`src/hw/crypto_ahb_pkg.sv`:
```
package crypto_ahb_pkg;

  // Bus and field widths
  localparam int ADDR_W          = 32;
  localparam int WORD_W          = 32;
  localparam int BLOCK_W         = 128;
  localparam int WORDS_PER_FIELD = BLOCK_W / WORD_W;
  localparam int WORD_IDX_W      = $clog2(WORDS_PER_FIELD);

  // Index of the word that completes a field
  localparam logic [WORD_IDX_W-1:0] LAST_WORD = WORD_IDX_W'(WORDS_PER_FIELD - 1);

  // Byte offsets of the four fields from the base address
  localparam logic [3:0][7:0] FIELD_OFFSETS = {8'h30, 8'h20, 8'h10, 8'h00};

  // Total mapped bytes, 16 words
  localparam int unsigned MAP_BYTES = 4 * WORDS_PER_FIELD * (WORD_W / 8);

  // Only 32-bit transfers are accepted
  localparam logic [2:0] HSIZE_WORD = 3'b010;

  typedef enum logic [1:0] {IDLE, BUSY, NONSEQ, SEQ} htrans_e;

  typedef enum logic [2:0] {
    SINGLE, INCR, WRAP4, INCR4, WRAP8, INCR8, WRAP16, INCR16
  } hburst_e;

  typedef enum logic [1:0] {FIELD_KEY, FIELD_NONCE, FIELD_DEST, FIELD_PT} reg_field_e;

  typedef enum logic [1:0] {RESP_OKAY, RESP_ERR1, RESP_ERR2} resp_state_e;

  typedef enum logic {BUF_EMPTY, BUF_FULL} buf_state_e;

  typedef struct packed {
    logic [BLOCK_W-1:0] key;
    logic [BLOCK_W-1:0] nonce;
    logic [BLOCK_W-1:0] dest;
    logic [BLOCK_W-1:0] plain_text;
  } crypto_job_t;

endpackage
```
`src/hw/crypto_job_if.sv`:
```
`timescale 1ns/1ps

interface crypto_job_if;

  // Offered job, stable while valid is high without ready
  logic                        valid;
  logic                        ready;
  crypto_ahb_pkg::crypto_job_t job;

  // Register write stage offers the job
  modport source (
    output valid, job,
    input  ready
  );

  // Holding buffer takes the job
  modport sink (
    input  valid, job,
    output ready
  );

endinterface

```
`src/hw/ahb_wr_if.sv`:
```
`timescale 1ns/1ps

interface ahb_wr_if;

  // Data phase belongs to an active transfer
  logic                                   cmd_valid;
  // Field and word targeted by the transfer
  crypto_ahb_pkg::reg_field_e             cmd_field;
  logic [crypto_ahb_pkg::WORD_IDX_W-1:0]  cmd_word;
  // Transfer must be answered with ERROR
  logic                                   cmd_err;

  modport decode (
    output cmd_valid, cmd_field, cmd_word, cmd_err
  );

  modport execute (
    input cmd_valid, cmd_field, cmd_word, cmd_err
  );

endinterface

```
`src/hw/crypto_ahb_slave.sv`:
```
`timescale 1ns/1ps

module crypto_ahb_slave #(
  parameter logic [crypto_ahb_pkg::ADDR_W-1:0] BASE_ADDR = 32'h4000_0000
) (
  input  logic                               HCLK,
  input  logic                               HRESETn,
  // AHB-Lite slave side
  input  logic                               HSEL,
  input  logic [crypto_ahb_pkg::ADDR_W-1:0]  HADDR,
  input  logic                               HWRITE,
  input  logic [2:0]                         HSIZE,
  input  logic [2:0]                         HBURST,
  input  logic [1:0]                         HTRANS,
  input  logic [crypto_ahb_pkg::WORD_W-1:0]  HWDATA,
  input  logic                               HREADY,
  output logic                               HREADYOUT,
  output logic                               HRESP,
  // Job port to the cipher core
  output logic                               job_valid,
  output logic [crypto_ahb_pkg::BLOCK_W-1:0] job_key,
  output logic [crypto_ahb_pkg::BLOCK_W-1:0] job_nonce,
  output logic [crypto_ahb_pkg::BLOCK_W-1:0] job_dest,
  output logic [crypto_ahb_pkg::BLOCK_W-1:0] job_plain_text,
  input  logic                               job_ready
);

  ahb_wr_if     wr_cmd ();
  crypto_job_if job_q ();

  ahb_addr_decode #(
    .BASE_ADDR (BASE_ADDR)
  ) u_decode (
    .HCLK    (HCLK),
    .HRESETn (HRESETn),
    .HSEL    (HSEL),
    .HADDR   (HADDR),
    .HWRITE  (HWRITE),
    .HSIZE   (HSIZE),
    .HBURST  (crypto_ahb_pkg::hburst_e'(HBURST)),
    .HTRANS  (crypto_ahb_pkg::htrans_e'(HTRANS)),
    .HREADY  (HREADY),
    .cmd     (wr_cmd.decode)
  );

  reg_write_exec u_exec (
    .HCLK      (HCLK),
    .HRESETn   (HRESETn),
    .HWDATA    (HWDATA),
    .HREADYOUT (HREADYOUT),
    .HRESP     (HRESP),
    .cmd       (wr_cmd.execute),
    .job       (job_q.source)
  );

  job_buffer u_buffer (
    .HCLK           (HCLK),
    .HRESETn        (HRESETn),
    .job_ready      (job_ready),
    .job            (job_q.sink),
    .job_valid      (job_valid),
    .job_key        (job_key),
    .job_nonce      (job_nonce),
    .job_dest       (job_dest),
    .job_plain_text (job_plain_text)
  );

endmodule

```
`src/hw/job_buffer.sv`:
```
`timescale 1ns/1ps

module job_buffer (
  input  logic                               HCLK,
  input  logic                               HRESETn,
  input  logic                               job_ready,
  crypto_job_if.sink                         job,
  output logic                               job_valid,
  output logic [crypto_ahb_pkg::BLOCK_W-1:0] job_key,
  output logic [crypto_ahb_pkg::BLOCK_W-1:0] job_nonce,
  output logic [crypto_ahb_pkg::BLOCK_W-1:0] job_dest,
  output logic [crypto_ahb_pkg::BLOCK_W-1:0] job_plain_text
);

  crypto_ahb_pkg::buf_state_e  state;
  crypto_ahb_pkg::crypto_job_t held;
  logic                        take;

  // Room now, or the held job leaves this cycle
  assign job.ready = (state == crypto_ahb_pkg::BUF_EMPTY) || job_ready;
  assign take      = job.valid && job.ready;

  always_ff @(posedge HCLK or negedge HRESETn)
  begin
    if (!HRESETn)
    begin
      state <= crypto_ahb_pkg::BUF_EMPTY;
      held  <= '0;
    end
    else
    begin
      if (take)
      begin
        state <= crypto_ahb_pkg::BUF_FULL;
        held  <= job.job;
      end
      else if ((state == crypto_ahb_pkg::BUF_FULL) && job_ready)
      begin
        state <= crypto_ahb_pkg::BUF_EMPTY;
      end
    end
  end

  assign job_valid      = (state == crypto_ahb_pkg::BUF_FULL);
  assign job_key        = held.key;
  assign job_nonce      = held.nonce;
  assign job_dest       = held.dest;
  assign job_plain_text = held.plain_text;

endmodule

```
`src/hw/reg_write_exec.sv`:
```
`timescale 1ns/1ps

module reg_write_exec (
  input  logic                              HCLK,
  input  logic                              HRESETn,
  input  logic [crypto_ahb_pkg::WORD_W-1:0] HWDATA,
  output logic                              HREADYOUT,
  output logic                              HRESP,
  ahb_wr_if.execute                         cmd,
  crypto_job_if.source                      job
);

  logic [crypto_ahb_pkg::BLOCK_W-1:0] key_q;
  logic [crypto_ahb_pkg::BLOCK_W-1:0] nonce_q;
  logic [crypto_ahb_pkg::BLOCK_W-1:0] dest_q;
  logic [crypto_ahb_pkg::BLOCK_W-1:0] pt_q;
  logic [crypto_ahb_pkg::BLOCK_W-1:0] key_d;
  logic [crypto_ahb_pkg::BLOCK_W-1:0] nonce_d;
  logic [crypto_ahb_pkg::BLOCK_W-1:0] dest_d;
  logic [crypto_ahb_pkg::BLOCK_W-1:0] pt_d;
  crypto_ahb_pkg::resp_state_e        resp_state;
  crypto_ahb_pkg::resp_state_e        resp_phase;
  logic                               write_ok;
  logic                               last_pt;
  logic                               stall;
  logic                               commit;

  function automatic logic [crypto_ahb_pkg::BLOCK_W-1:0] put_word(
    input logic [crypto_ahb_pkg::BLOCK_W-1:0]    blk,
    input logic [crypto_ahb_pkg::WORD_IDX_W-1:0] idx,
    input logic [crypto_ahb_pkg::WORD_W-1:0]     data
  );
    logic [crypto_ahb_pkg::BLOCK_W-1:0] res;
    res = blk;
    res[idx * crypto_ahb_pkg::WORD_W +: crypto_ahb_pkg::WORD_W] = data;
    return res;
  endfunction

  // An error command seen in OKAY is the first error cycle
  always_comb
  begin
    resp_phase = resp_state;
    if ((resp_state == crypto_ahb_pkg::RESP_OKAY) && cmd.cmd_valid && cmd.cmd_err)
    begin
      resp_phase = crypto_ahb_pkg::RESP_ERR1;
    end
  end

  always_ff @(posedge HCLK or negedge HRESETn)
  begin
    if (!HRESETn)
    begin
      resp_state <= crypto_ahb_pkg::RESP_OKAY;
    end
    else if (resp_phase == crypto_ahb_pkg::RESP_ERR1)
    begin
      resp_state <= crypto_ahb_pkg::RESP_ERR2;
    end
    else
    begin
      resp_state <= crypto_ahb_pkg::RESP_OKAY;
    end
  end

  assign write_ok = (resp_phase == crypto_ahb_pkg::RESP_OKAY) && cmd.cmd_valid && !cmd.cmd_err;
  assign last_pt  = (cmd.cmd_field == crypto_ahb_pkg::FIELD_PT) &&
                    (cmd.cmd_word == crypto_ahb_pkg::LAST_WORD);

  // Final word waits until the job can be handed over
  assign stall  = write_ok && last_pt && !job.ready;
  assign commit = write_ok && !stall;

  always_comb
  begin
    unique case (resp_phase)
      crypto_ahb_pkg::RESP_ERR1: HREADYOUT = 1'b0;
      crypto_ahb_pkg::RESP_ERR2: HREADYOUT = 1'b1;
      default:                   HREADYOUT = !stall;
    endcase
  end

  assign HRESP = (resp_phase != crypto_ahb_pkg::RESP_OKAY);

  // Fields with the data-phase word merged in
  always_comb
  begin
    key_d   = key_q;
    nonce_d = nonce_q;
    dest_d  = dest_q;
    pt_d    = pt_q;
    unique case (cmd.cmd_field)
      crypto_ahb_pkg::FIELD_KEY:   key_d   = put_word(key_q, cmd.cmd_word, HWDATA);
      crypto_ahb_pkg::FIELD_NONCE: nonce_d = put_word(nonce_q, cmd.cmd_word, HWDATA);
      crypto_ahb_pkg::FIELD_DEST:  dest_d  = put_word(dest_q, cmd.cmd_word, HWDATA);
      default:                     pt_d    = put_word(pt_q, cmd.cmd_word, HWDATA);
    endcase
  end

  always_ff @(posedge HCLK or negedge HRESETn)
  begin
    if (!HRESETn)
    begin
      key_q   <= '0;
      nonce_q <= '0;
      dest_q  <= '0;
      pt_q    <= '0;
    end
    else if (commit)
    begin
      key_q   <= key_d;
      nonce_q <= nonce_d;
      dest_q  <= dest_d;
      pt_q    <= pt_d;
    end
  end

  // Job offered for the whole data phase of the final word
  assign job.valid          = write_ok && last_pt;
  assign job.job.key        = key_d;
  assign job.job.nonce      = nonce_d;
  assign job.job.dest       = dest_d;
  assign job.job.plain_text = pt_d;

endmodule

```
`src/hw/ahb_addr_decode.sv`:
```
`timescale 1ns/1ps

module ahb_addr_decode #(
  parameter logic [crypto_ahb_pkg::ADDR_W-1:0] BASE_ADDR = 32'h4000_0000
) (
  input  logic                              HCLK,
  input  logic                              HRESETn,
  input  logic                              HSEL,
  input  logic [crypto_ahb_pkg::ADDR_W-1:0] HADDR,
  input  logic                              HWRITE,
  input  logic [2:0]                        HSIZE,
  input  crypto_ahb_pkg::hburst_e           HBURST,
  input  crypto_ahb_pkg::htrans_e           HTRANS,
  input  logic                              HREADY,
  ahb_wr_if.decode                          cmd
);

  logic [crypto_ahb_pkg::ADDR_W-1:0] offset;
  logic                              in_map;
  logic                              active;
  logic                              prev_active;
  logic                              bad_type;
  logic                              bad_xfer;
  crypto_ahb_pkg::reg_field_e        addr_field;

  assign offset = HADDR - BASE_ADDR;

  // Word aligned and inside the 16-word window
  assign in_map = (HADDR >= BASE_ADDR) &&
                  (offset < crypto_ahb_pkg::ADDR_W'(crypto_ahb_pkg::MAP_BYTES)) &&
                  (offset[1:0] == 2'b00);

  // BUSY in a SINGLE burst is treated as a transfer so it can be rejected
  assign active = HSEL && ((HTRANS == crypto_ahb_pkg::NONSEQ) ||
                           (HTRANS == crypto_ahb_pkg::SEQ) ||
                           ((HTRANS == crypto_ahb_pkg::BUSY) &&
                            (HBURST == crypto_ahb_pkg::SINGLE)));

  // Burst and transfer type legality
  assign bad_type = ((HBURST == crypto_ahb_pkg::SINGLE) &&
                     ((HTRANS == crypto_ahb_pkg::BUSY) || (HTRANS == crypto_ahb_pkg::SEQ))) ||
                    ((HTRANS == crypto_ahb_pkg::SEQ) && !prev_active);

  assign bad_xfer = !in_map || !HWRITE || (HSIZE != crypto_ahb_pkg::HSIZE_WORD) || bad_type;

  // Find the field whose offset window holds the address
  always_comb
  begin
    addr_field = crypto_ahb_pkg::FIELD_KEY;
    for (int f = 0; f < 4; f++)
    begin
      if (offset[5:4] == crypto_ahb_pkg::FIELD_OFFSETS[f][5:4])
      begin
        addr_field = crypto_ahb_pkg::reg_field_e'(2'(f));
      end
    end
  end

  // Control part of the command, held while HREADY is low
  always_ff @(posedge HCLK or negedge HRESETn)
  begin
    if (!HRESETn)
    begin
      cmd.cmd_valid <= 1'b0;
      cmd.cmd_err   <= 1'b0;
      prev_active   <= 1'b0;
    end
    else if (HREADY)
    begin
      cmd.cmd_valid <= active;
      cmd.cmd_err   <= active && bad_xfer;
      prev_active   <= HSEL && (HTRANS != crypto_ahb_pkg::IDLE);
    end
  end

  // Target location
  always_ff @(posedge HCLK)
  begin
    if (HREADY)
    begin
      cmd.cmd_field <= addr_field;
      cmd.cmd_word  <= offset[3:2];
    end
  end

endmodule

```
`config.mk`:
```
export PLATFORM = sky130hd
export DESIGN_NAME = crypto_ahb_slave
export DESIGN_NICKNAME = d
export VERILOG_FILES = /design/src/hw/crypto_ahb_pkg.sv /design/src/hw/crypto_job_if.sv /design/src/hw/ahb_wr_if.sv /design/src/hw/crypto_ahb_slave.sv /design/src/hw/job_buffer.sv /design/src/hw/reg_write_exec.sv /design/src/hw/ahb_addr_decode.sv
export SDC_FILE = /design/constraint.sdc
export NUM_CORES = 2
export LEC_CHECK = 0
export ABC_AREA = 1
export BUFFER_PORTS_ARGS = -buffer_cell sky130_fd_sc_hd__buf_2
export CAP_MARGIN = 20
export CELL_PAD_IN_SITES_DETAIL_PLACEMENT = 0
export CELL_PAD_IN_SITES_GLOBAL_PLACEMENT = 2
export CORE_ASPECT_RATIO = 0.7
export CORE_MARGIN = 2
export CORE_UTILIZATION = 37
export CTS_CLUSTER_SIZE = 10
export DETAILED_ROUTE_END_ITERATION = 12
export PLACE_DENSITY = 0.9
export SYNTH_ARGS = -nofsm -noshare
export SYNTH_HDL_FRONTEND = slang
export SYNTH_SLANG_ARGS = --single-unit
export TNS_END_PERCENT = 20
```
`constraint.sdc`:
```
create_clock -name HCLK -period 3.85 [get_ports HCLK]
set_clock_uncertainty 0.1 [all_clocks]
set_input_delay 0.385 -clock HCLK [delete_from_list [all_inputs] [get_ports HCLK]]
set_output_delay 0.385 -clock HCLK [all_outputs]
set_load 0.01 [all_outputs]
```
==> results.sh <==
export IMPL_status="completed"
export IMPL_finalPower_uw=37000
export IMPL_slew_headroom_pct=17.8
export IMPL_finalSetupTns_ns=0
export IMPL_place_congestion=0.853
export IMPL_reg2reg_depth=9
export IMPL_drc=0
export IMPL_rows=107
export IMPL_grtUsageTotal_pct=23.6
export IMPL_top_layer_used="met4"
export IMPL_synth_area_leaders="dfrtp_1 57%, nand2_1 22%, o21ai_0 11%"
export IMPL_numPortBuffers=592
export IMPL_dieArea_um2=125000
export IMPL_start_kind="flip-flop"
export IMPL_start_util_pct=37.3
export IMPL_synth_cell_types=22
export IMPL_rsz0062_at_grt="false"
export IMPL_cts_resized=0
export IMPL_fin_nets=6380
export IMPL_grt_pass1_wl_mm=227
export IMPL_ys_ff_latch=1033
export IMPL_yosys_area_top_type="dfrtp_1"
export IMPL_crit_buf_inv=2
export IMPL_r2r_start="u_decode.cmd.cmd_word[0]"
export IMPL_clockBufferDepth=3
export IMPL_wirelength_mm=149
export IMPL_hpwl_mm=103
export IMPL_clk_latency_ns=0.72
export IMPL_layout_common_cells="2617 x nand2_1, 1029 x dfrtp_1, 984 x o21ai_0"
export IMPL_grt_ovfl_total=0
export IMPL_ys_seq_area_share_pct=57.1
export IMPL_maxCapViolCount=0
export IMPL_coreArea_um2=122000
export IMPL_critPathCapture="u_exec.key_q[20]"
export IMPL_clock_sinks=1033
export IMPL_yosysWarnings=0
export IMPL_wl_per_cell_um=18.7
export IMPL_slew_violations=0
export IMPL_avgSynthCellArea_um2=7.85
export IMPL_post_route_min_period_ns=3.12
export IMPL_drtAntennaViolNets=0
export IMPL_fp_dieW_um=422
export IMPL_synthCells=5777
export IMPL_cp_required_ns=4.40
export IMPL_synthesis_area_um2=45300
export IMPL_worst_pin_slew_ns=1.22
export IMPL_synth_top_cell_area_share_pct=56.8
export IMPL_hold_violations=0
export IMPL_rrSetupSlack_ns=0.73
export IMPL_cp_slowest_cell="nor3_1"
export IMPL_setup_viol=0
export IMPL_worstHoldPathCells=6
export IMPL_endpoint_kind="flip-flop"
export IMPL_startpoint="u_decode.cmd.cmd_word[0]"
export IMPL_nFillCells=12386
export IMPL_wl_met3_mm=7.15
export IMPL_peakVddDrop_mv=0.383
export IMPL_cp_depth=9
export IMPL_powerDensity_nw_per_um2=688
export IMPL_grt_pass1_vias=36099
export IMPL_worst_path_max_fanout=25
export IMPL_numCtsBuffers=117
export IMPL_die_h_um=297
export IMPL_p_leak_uw=0.0268
export IMPL_layout_drive_gt1_share_pct=14.0
export IMPL_path_class="reg -> reg"
export IMPL_clockRootBuffer="clkbuf_16"
export IMPL_first_pass_iters=6
export IMPL_wl_met2_mm=65.1
export IMPL_antenna_found_initial=4
export IMPL_path_cells="inv_1, ha_1, inv_1, nand2_1, nor3_1, nand2_1, o21ai_0, nand2_1, o21ai_1"
export IMPL_met1_length_mm=71.3
export IMPL_via_per_inst=4.80
export IMPL_ios=593
export IMPL_syn_nets=5860
export IMPL_clkTransAtPathRegs_ns=0.06
export IMPL_post_route_period_util_pct=81.1
export IMPL_drt_iter0_markers=2835
export IMPL_fmax_mhz=320
export IMPL_final_common_cell="nand2_1"
export IMPL_cp_common_cell="nand2_1"
export IMPL_h_tree_depth=3
export IMPL_critPathArrivalTime_ns=3.67
export IMPL_hp_class="in -> reg"
export IMPL_num_vias=38223
export IMPL_cpLargestDelayFamily="simple AND/OR/NAND/NOR gates"
export IMPL_area_growth_synth_to_final_pct=18.7
export IMPL_tritoncts="built"
export IMPL_cp_slowest_stage_delay_ns=1.02
export IMPL_grt_max_degree=144
export IMPL_r2r_end="u_exec.key_q[20]"
per-layer routing:
| metal | up-vias | global-route usage, % |
|---|---|---|
| met5 | - | 0 |
| met4 | 0 | 7.98 |
| met3 | 193 | 3.63 |
| met2 | 870 | 35.1 |
| met1 | 18372 | 34.9 |
| li1 | 18788 | - |
worst min path at each step:
stage                                 startpoint                     end  slack [ns]
after global placement      u_exec.resp_state[1]    u_exec.resp_state[1]        0.34
after detailed placement  u_buffer.job_dest[105]  u_buffer.job_dest[105]        0.35
after global routing                   HBURST[2]    u_decode.cmd.cmd_err        0.08
after floorplan                          HRESETn    u_buffer.job_dest[0]       -0.01
after CTS                              HBURST[2]    u_decode.cmd.cmd_err       0.009
final                                  HBURST[2]    u_decode.cmd.cmd_err        0.08
final cells by class:
cell class              instances  area [µm²]  share of cell area, %
flip-flops and latches       1033       25900                   48.1
multi-input cells            3831       15900                   29.6
repair buffers                748        4590                   8.54
clock buffers                 142        3080                   5.73
inverters                     566        2130                   3.96
well taps                    1635        2050                   3.80
clock inverters                11         123                  0.228
diodes                          3        7.51                 0.0140
cell usage after synthesis, drive strengths merged:
library cell     n
edfxtp           4
o22ai            1
clkbuf         169
o211ai           1
nor2           108
nor3            65
o21ai         1026
nand3            3
nand4            1
a21oi            2
or2              1
buf            178
nand2         2618
dfrtp         1029
ha               5
inv            566
cells by family after synthesis:
family                   Yosys count  share of synthesized area (%)
AND/OR/NAND/NOR                 2796                           23.4
flip-flops                      1033                           57.1
AO/OA/AOI/OAI                   1030                           11.4
buffers and inverters            913                           8.03
adder cells (fa/ha/maj)            5                          0.138
tightest hold or removal path, cell delays in order:
cell,delay (ns)
buf_2,0.09
inv_1,0.06
a21oi_1,0.10
nor2_1,0.10
nand2_1,0.06
nand2_1,0.05
metrics by stage:
stage	instances	hold WS [ns]	setup WS [ns]	util, %	area, µm²
after floorplan	5777	-0.0106	1.41	-	45300
after global placement	7795	0.340	0.901	41.5	50400
after detailed placement	7798	0.353	0.835	41.5	50400
after CTS	7966	0.00924	0.811	44.3	53800
after global routing	7967	0.0822	0.517	44.3	53800
final	7969	0.0783	0.729	44.3	53800
state kept, by name, indices dropped and copies added, names as in the netlist, 128 cells and up:
signal	cells
u_buffer.job_dest	128
u_buffer.job_plain_text	128
u_buffer.job_nonce	128
u_buffer.job_key	128
u_exec.dest_q	128
u_exec.pt_q	128
u_exec.key_q	128
u_exec.nonce_q	128
power breakdown:
group          internal, µW  switching, µW  leakage [µW]
clock network          5540           4470       0.00157
registers             14900           1990        0.0125
logic                  3670           6490        0.0126
total                 24100          12900        0.0268
what timing repair did:
| action | in CTS | in global routing |
|---|---|---|
| hold endpoints to repair | 46 | 0 |
| endpoints found under the setup margin | 0 | 0 |
| buffers inserted | 0 | 0 |
| hold buffers | 15 | 0 |
Power figures use the tool's default switching activity.
